File: config.mk
export PLATFORM = sky130hd
export DESIGN_NAME = div_subsystem
export DESIGN_NICKNAME = d
export VERILOG_FILES = /design/src/hdl/div_pkg.sv /design/src/hdl/div_datapath.sv /design/src/hdl/div_ctrl.sv /design/src/hdl/reg_file.sv /design/src/hdl/div_subsystem.sv
export VERILOG_INCLUDE_DIRS = /design/src /design/src/hdl
export SDC_FILE = /design/constraint.sdc
export NUM_CORES = 2
export LEC_CHECK = 0
export BUFFER_PORTS_ARGS = -buffer_cell sky130_fd_sc_hd__buf_4
export CAP_MARGIN = 10
export CORE_MARGIN = 1.5
export CORE_UTILIZATION = 45
export CTS_CLUSTER_DIAMETER = 100
export DETAILED_ROUTE_END_ITERATION = 7
export GPL_TIMING_DRIVEN = 0
export SYNTH_ARGS = -nofsm -noshare
export SYNTH_HDL_FRONTEND = slang
export SYNTH_SLANG_ARGS = --single-unit
File: constraint.sdc
create_clock -name clk -period 38.7 [get_ports clk]
set_input_delay 7.74 -clock clk [delete_from_list [all_inputs] [get_ports clk]]
set_output_delay 7.74 -clock clk [all_outputs]
set_load 0.05 [all_outputs]
File: src/hdl/div_params.svh
`ifndef DIV_PARAMS_SVH
`define DIV_PARAMS_SVH

// operand and result width
`define DIV_DATA_WIDTH 32

// register file size, selector width to match
`define DIV_NUM_REGS 32
`define DIV_SEL_WIDTH 5

// bit position counter, counts DIV_DATA_WIDTH-1 down to 0
`define DIV_POS_WIDTH 5

`endif

File: src/hdl/div_pkg.sv
`include "div_params.svh"

package div_pkg;

    // one divide operation as presented by the client
    typedef struct packed {
        logic [`DIV_DATA_WIDTH-1:0] a;
        logic [`DIV_DATA_WIDTH-1:0] b;
        // 0 means no quotient write
        logic [`DIV_SEL_WIDTH-1:0]  quot_sel;
        // 0 means no remainder write
        logic [`DIV_SEL_WIDTH-1:0]  mod_sel;
    } div_req_t;

    // single register file write
    typedef struct packed {
        logic [`DIV_SEL_WIDTH-1:0]  sel;
        logic [`DIV_DATA_WIDTH-1:0] data;
    } rf_wr_t;

endpackage

File: src/hdl/div_datapath.sv
`timescale 1ns/1ps
`include "div_params.svh"

module div_datapath (
    input  logic                       clk,
    input  logic                       rst,
    input  logic                       load,
    input  logic                       step,
    input  logic [`DIV_DATA_WIDTH-1:0] a,
    input  logic [`DIV_DATA_WIDTH-1:0] b,
    output logic [`DIV_DATA_WIDTH-1:0] quotient,
    output logic [`DIV_DATA_WIDTH-1:0] remainder,
    output logic                       last_step
);

    logic [`DIV_POS_WIDTH-1:0]    pos;
    logic [`DIV_DATA_WIDTH-1:0]   divisor;
    // divisor moved up to the current bit, double width so no bits drop
    logic [2*`DIV_DATA_WIDTH-1:0] shifted_b;
    logic                         fits;

    assign shifted_b = {{`DIV_DATA_WIDTH{1'b0}}, divisor} << pos;
    // equal counts as a fit so exact multiples come out clean
    assign fits      = shifted_b <= {{`DIV_DATA_WIDTH{1'b0}}, remainder};
    assign last_step = (pos == '0);

    // bit position, msb first
    always_ff @(posedge clk or posedge rst) begin
        if (rst) begin
            pos <= '0;
        end else if (load) begin
            pos <= `DIV_POS_WIDTH'(`DIV_DATA_WIDTH - 1);
        end else if (step && pos != '0) begin
            pos <= pos - 1'b1;
        end
    end

    // quotient and partial remainder
    always_ff @(posedge clk) begin
        if (load) begin
            quotient  <= '0;
            remainder <= a;
            divisor   <= b;
        end else if (step) begin
            // zero divisor always fits, so every bit sets and nothing is taken
            if (fits) begin
                remainder     <= remainder - shifted_b[`DIV_DATA_WIDTH-1:0];
                quotient[pos] <= 1'b1;
            end
        end
    end

endmodule

File: src/hdl/div_ctrl.sv
`timescale 1ns/1ps
`include "div_params.svh"

module div_ctrl import div_pkg::*; (
    input  logic                       clk,
    input  logic                       rst,
    input  logic                       req,
    input  div_req_t                   op,
    input  logic                       last_step,
    input  logic [`DIV_DATA_WIDTH-1:0] quotient,
    input  logic [`DIV_DATA_WIDTH-1:0] remainder,
    input  logic                       rf_wr_ack,
    output logic                       busy,
    output logic                       load,
    output logic                       step,
    output logic [`DIV_DATA_WIDTH-1:0] a,
    output logic [`DIV_DATA_WIDTH-1:0] b,
    output rf_wr_t                     rf_wr,
    output logic                       rf_wr_req
);

    typedef enum logic [1:0] {
        ST_IDLE,
        ST_CALC,
        ST_WR_QUOT,
        ST_WR_REM
    } state_t;

    state_t                     state_q;
    state_t                     state_d;
    logic                       busy_d;
    logic                       wr_req_d;
    logic [`DIV_SEL_WIDTH-1:0]  wr_sel_q;
    logic [`DIV_SEL_WIDTH-1:0]  wr_sel_d;
    // destinations captured at acceptance
    logic [`DIV_SEL_WIDTH-1:0]  quot_sel_q;
    logic [`DIV_SEL_WIDTH-1:0]  mod_sel_q;

    // accept only when idle, datapath loads on the same edge
    assign load = (state_q == ST_IDLE) && req;
    assign a    = op.a;
    assign b    = op.b;
    // one bit per clock for the whole calc state
    assign step = (state_q == ST_CALC);

    // write data comes straight from the held datapath results
    always_comb begin
        rf_wr.sel  = wr_sel_q;
        rf_wr.data = (state_q == ST_WR_REM) ? remainder : quotient;
    end

    always_comb begin
        state_d  = state_q;
        busy_d   = busy;
        wr_req_d = rf_wr_req;
        wr_sel_d = wr_sel_q;
        case (state_q)
            ST_IDLE: begin
                if (req) begin
                    state_d = ST_CALC;
                    busy_d  = 1'b1;
                end
            end
            ST_CALC: begin
                // final bit lands on this edge, pick the first write
                if (last_step) begin
                    if (quot_sel_q != '0) begin
                        state_d  = ST_WR_QUOT;
                        wr_req_d = 1'b1;
                        wr_sel_d = quot_sel_q;
                    end else if (mod_sel_q != '0) begin
                        state_d  = ST_WR_REM;
                        wr_req_d = 1'b1;
                        wr_sel_d = mod_sel_q;
                    end else begin
                        // nothing to write back
                        state_d = ST_IDLE;
                        busy_d  = 1'b0;
                    end
                end
            end
            ST_WR_QUOT: begin
                if (rf_wr_ack) begin
                    if (mod_sel_q != '0) begin
                        // swap in the remainder write, request stays up
                        state_d  = ST_WR_REM;
                        wr_sel_d = mod_sel_q;
                    end else begin
                        state_d  = ST_IDLE;
                        wr_req_d = 1'b0;
                        busy_d   = 1'b0;
                    end
                end
            end
            ST_WR_REM: begin
                if (rf_wr_ack) begin
                    state_d  = ST_IDLE;
                    wr_req_d = 1'b0;
                    busy_d   = 1'b0;
                end
            end
            default: begin
                state_d  = ST_IDLE;
                wr_req_d = 1'b0;
                busy_d   = 1'b0;
            end
        endcase
    end

    always_ff @(posedge clk or posedge rst) begin
        if (rst) begin
            state_q   <= ST_IDLE;
            busy      <= 1'b0;
            rf_wr_req <= 1'b0;
            wr_sel_q  <= '0;
        end else begin
            state_q   <= state_d;
            busy      <= busy_d;
            rf_wr_req <= wr_req_d;
            wr_sel_q  <= wr_sel_d;
        end
    end

    // selectors held for the whole operation
    always_ff @(posedge clk) begin
        if (load) begin
            quot_sel_q <= op.quot_sel;
            mod_sel_q  <= op.mod_sel;
        end
    end

endmodule

File: src/hdl/reg_file.sv
`timescale 1ns/1ps
`include "div_params.svh"

module reg_file import div_pkg::*; (
    input  logic                       clk,
    input  logic                       rst,
    input  rf_wr_t                     rf_wr,
    input  logic                       rf_wr_req,
    input  logic [`DIV_SEL_WIDTH-1:0]  rd_sel,
    output logic                       rf_wr_ack,
    output logic [`DIV_DATA_WIDTH-1:0] rd_data
);

    logic [`DIV_DATA_WIDTH-1:0] regs [`DIV_NUM_REGS];
    logic                       wr_fire;

    // a held request writes once, the ack cycle blocks a repeat
    assign wr_fire = rf_wr_req && !rf_wr_ack;

    // ack is a single cycle pulse after the write edge
    always_ff @(posedge clk or posedge rst) begin
        if (rst) begin
            rf_wr_ack <= 1'b0;
        end else begin
            rf_wr_ack <= wr_fire;
        end
    end

    always_ff @(posedge clk or posedge rst) begin
        if (rst) begin
            for (int i = 0; i < `DIV_NUM_REGS; i++) begin
                regs[i] <= '0;
            end
        end else if (wr_fire && rf_wr.sel != '0) begin
            // x0 never takes a write
            regs[rf_wr.sel] <= rf_wr.data;
        end
    end

    // combinational read, x0 forced to zero
    always_comb begin
        if (rd_sel == '0) begin
            rd_data = '0;
        end else begin
            rd_data = regs[rd_sel];
        end
    end

endmodule

File: src/hdl/div_subsystem.sv
`timescale 1ns/1ps
`include "div_params.svh"

module div_subsystem import div_pkg::*; (
    input  logic                       clk,
    input  logic                       rst,
    input  logic                       req,
    input  div_req_t                   op,
    input  logic [`DIV_SEL_WIDTH-1:0]  rd_sel,
    output logic                       busy,
    output logic [`DIV_DATA_WIDTH-1:0] rd_data
);

    // controller to datapath
    logic                       load;
    logic                       step;
    logic [`DIV_DATA_WIDTH-1:0] a;
    logic [`DIV_DATA_WIDTH-1:0] b;
    // datapath back to controller
    logic                       last_step;
    logic [`DIV_DATA_WIDTH-1:0] quotient;
    logic [`DIV_DATA_WIDTH-1:0] remainder;
    // write port
    rf_wr_t                     rf_wr;
    logic                       rf_wr_req;
    logic                       rf_wr_ack;

    div_ctrl u_ctrl (
        .clk(clk), .rst(rst),
        .req(req), .op(op),
        .last_step(last_step), .quotient(quotient), .remainder(remainder),
        .rf_wr_ack(rf_wr_ack),
        .busy(busy), .load(load), .step(step), .a(a), .b(b),
        .rf_wr(rf_wr), .rf_wr_req(rf_wr_req)
    );

    div_datapath u_datapath (
        .clk(clk), .rst(rst),
        .load(load), .step(step), .a(a), .b(b),
        .quotient(quotient), .remainder(remainder), .last_step(last_step)
    );

    reg_file u_reg_file (
        .clk(clk), .rst(rst),
        .rf_wr(rf_wr), .rf_wr_req(rf_wr_req), .rd_sel(rd_sel),
        .rf_wr_ack(rf_wr_ack), .rd_data(rd_data)
    );

endmodule

==> impl_metrics.yaml <==
timing:
  hold_viol_final: 0
  tightest_slew_ns: 1.391
  tns_ns: 0
  setup_violations: 0
  fmax_mhz: 49.64
  slew_viol_final: 0
  fin_ws_ns: 18.56
  rsz0062_at_grt: "no"
  fin_crit_ns: 20.14
  skew_ns: 0.03029
  period_share_pct: 52.05
  relSlewSlack_pct: 6.954
  hold_slack_ns: 0.4473
cts:
  clk_pin_slew_ns: 0.06
  cts_hold_buffers: 0
  cts-htree-levels: 3
  root_buffer: "clkbuf_16"
  cts-resized-gates: 0
  cts.sinks: 1145
  clk_latency_ns: 0.73
  cts_tree: "done"
  clockBufferDepth: 3
  numCtsBuffers: 118
  cts_setup_buffers: 0
power:
  swShare_pct: 22.09
  power_leakage_uw: 0.02699
  irDropWorstVdd_mv: 0.03682
  p_clk_share_pct: 48.0
  power.internal_uw: 1917
  p_per_area_nw_per_um2: 40.83
  power_frac_comb_pct: 3.0
  pwr-share-seq_pct: 49.0
  p_sw_uw: 543.7
synth:
  syn-instance-count: 4872
  ys_warn_count: 0
  synth_fp_nets: 5027
  avgSynthCellArea_um2: 10.87
  ys_seq_area_share_pct: 54.50
  ys_ff_latch: 1145
  ys_types: 73
  synth-main-ff-cell: "dfrtp_1"
  async_flop_share_pct: 90.74
  synth_enable_flop_cells: 74
  syn-cell-area_um2: 52960
grt:
  grt_max_degree: 129
  grt_usage_pct: 29.33
  antenna_found_initial: 7
  overflow: 0
  grt_pass1_vias: 40040
  grt_pass1_wl_um: 262000
worst_setup_path:
  worstPathArrival_ns: 12.40
  r2r_end: "u_datapath.remainder[7]"
  crit_required_ns: 30.96
  ff2ff_path_depth: 21
  critical_path.startpoint: "rd_sel[0]"
  r2r_start: "u_datapath.pos[1]"
  critPathKind: "input pin to output pin"
  rrSetupSlack_ns: 32.18
  worstSetupEndpointType: "output pin"
  worstPathMaxFanout: 10
  start_kind: "input pin"
floorplanning:
  die-area_um2: 119800
  io_pins: 115
  coreArea_um2: 116500
  fp-row-count: 125
  die_x_um: 346.1
  initial_core_util_pct: 45.45
  fp.dieH_um: 346.1
routing:
  ant_nets: 0
  drt_iter0_drc: 4225
  viasPerCell: 5.973
  routedWlPerCell_um: 25.99
  firstDrtPassIters: 5
  drc: 0
  via_count: 40330
  wl_um: 175500
placement:
  gp_congestion: 0.9281
  pre_cts_slack_ns: 18.61
  dp.cells: 6533
  dp_hpwl_um: 128900
  port_buffers: 111
min_path:
  min_to: "u_datapath.quotient[30]"
  min_from: "u_datapath.quotient[30]"
  hold_class: "flip-flop to flip-flop"
  hold_depth: 2
final_layout:
  fin_nets: 5288
  syn2layout_area_growth_pct: 13.80
  drive_above_1_share_pct: 13.77
  stdcell_count: 6753
run:
  cap_violations: 0
status:
  outcome: "complete, no violations"
-- worst max-delay path: stages --
cell	delay, ns
clkbuf_1	0.47
clkbuf_1	0.84
clkbuf_1	0.79
clkbuf_1	0.97
mux4_2	0.44
mux4_2	0.52
mux2i_1	0.32
nor2_1	0.07
buf_4	0.20
-- cell usage in the layout, fill, tap and decap left out, types with 14 or more instances in the layout --
cell       instances
nand3_1           17
clkbuf_8          32
buf_1             31
a21oi_1          586
ha_1              72
dfrtp_1         1039
nor2_1           641
clkbuf_16        120
clkinv_2          19
nor2b_1           17
inv_1             74
o21ai_0          472
a211oi_1          14
nand2b_1          15
a21o_1            24
xnor2_1           15
buf_4            113
clkbuf_1         435
mux2i_1           93
edfxtp_1          74
nand2_1          614
a31oi_1           24
nor3_1            16
mux4_2           343
o21ai_1           88
dfxtp_1           32
-- sequential cells by signal (all words and copies together) (netlist names) --
name and cells:
u_ctrl.mod_sel_q 5, u_reg_file.regs 1024, u_ctrl.busy 1, u_datapath.divisor 32, u_datapath.quotient 32, u_ctrl.state_q 2, u_ctrl.quot_sel_q 5, u_reg_file.rf_wr_ack 1
u_datapath.remainder 32, u_ctrl.rf_wr_req 1, u_datapath.pos 5, u_ctrl.wr_sel_q 5
-- cell type report --
class	count	area (um2)
fill	10440	56250
clock buffer	178	3541
tap	1524	1907
sequential	1145	28860
multi-input combinational	3187	22060
timing repair buffer	141	1385
inverter	86	330.3
clock inverter	36	444.2
buffer	454	1737
antenna	2	5.005
-- layer usage --
layer  up-vias  global-route usage, %  part of all wire, %
li1      17550                      -                    -
met1     20750                  40.16                   41
met2      1707                  46.02                   47
met3       320                  5.516                  8.0
met4        10                  12.47                  4.3
met5         -                      0                0.033
-- cell usage after synthesis (4+ instances only) --
| cell type | number | share of area (%) |
|---|---|---|
| nor2b_1 | 17 | 0.20 |
| nand2_1 | 615 | 4.4 |
| dfxtp_1 | 32 | 1.2 |
| o22a_1 | 4 | 0.066 |
| buf_2 | 9 | 0.085 |
| o211ai_1 | 4 | 0.057 |
| ha_1 | 72 | 1.7 |
| xnor2_1 | 15 | 0.25 |
| inv_2 | 11 | 0.078 |
| a211oi_1 | 14 | 0.20 |
| nor3b_1 | 6 | 0.085 |
| mux2_1 | 7 | 0.15 |
| nor3_1 | 16 | 0.15 |
| nand3_1 | 17 | 0.16 |
| nand2b_1 | 15 | 0.18 |
| mux4_2 | 343 | 15 |
| xor2_1 | 11 | 0.18 |
| nor2_1 | 647 | 4.6 |
| o21a_1 | 8 | 0.11 |
| o31ai_1 | 6 | 0.085 |
| a21o_1 | 24 | 0.34 |
| edfxtp_1 | 74 | 4.2 |
| nand4_1 | 7 | 0.083 |
| a31oi_1 | 24 | 0.28 |
| clkbuf_1 | 411 | 2.9 |
| o21bai_1 | 5 | 0.071 |
| o21ai_0 | 472 | 4.5 |
| and3_1 | 9 | 0.11 |
| buf_1 | 31 | 0.22 |
| mux2i_1 | 93 | 1.8 |
| a21oi_1 | 586 | 5.5 |
| o21ai_1 | 88 | 0.83 |
| and2_1 | 6 | 0.071 |
| mux2_2 | 5 | 0.11 |
| inv_1 | 75 | 0.53 |
| dfrtp_1 | 1039 | 49 |
-- power groups by stage --
stage	logic [uW]	registers, uW	clock network, uW
floorplan	43.6	1230	0
global placement	71.1	1230	0
detailed placement	75.8	1230	0
CTS	76.0	1210	1190
global route	80.7	1210	1240
finish	74.2	1210	1180
-- worst max-delay path by stage --
stage | to
floorplan | u_ctrl.busy
global placement | u_reg_file.regs[261]
detailed placement | rd_data[0]
CTS | rd_data[0]
global route | rd_data[0]
finish | rd_data[1]
-- stage by stage --
stage | utilization, % | power (uW) | instance area [um2]
6_report | 51.73 | 2461 | 60270
5_1_grt | 51.72 | 2529 | 60270
4_1_cts | 51.69 | 2474 | 60220
3_5_place_dp | 48.27 | 1305 | 56240
3_3_place_gp | 47.80 | 1303 | 55700
2_1_floorplan | - | 1275 | 52960
-- cell families (layout without fill, tap and decap cells) --
logic type	after synthesis	in the layout	share of synthesized area (%)
xor gates and xnor gates	26	26	0.4300
adders and majority gates	73	73	1.739
and+or+nand+nor	1378	1378	10.33
muxes	448	448	16.60
buffers and inverters	540	895	3.884
AOI/OAI and AO/OA	1262	1262	12.52
DFF	1145	1145	54.50
other	0	2	0
Note: power is estimated with default switching activity, not from simulation.
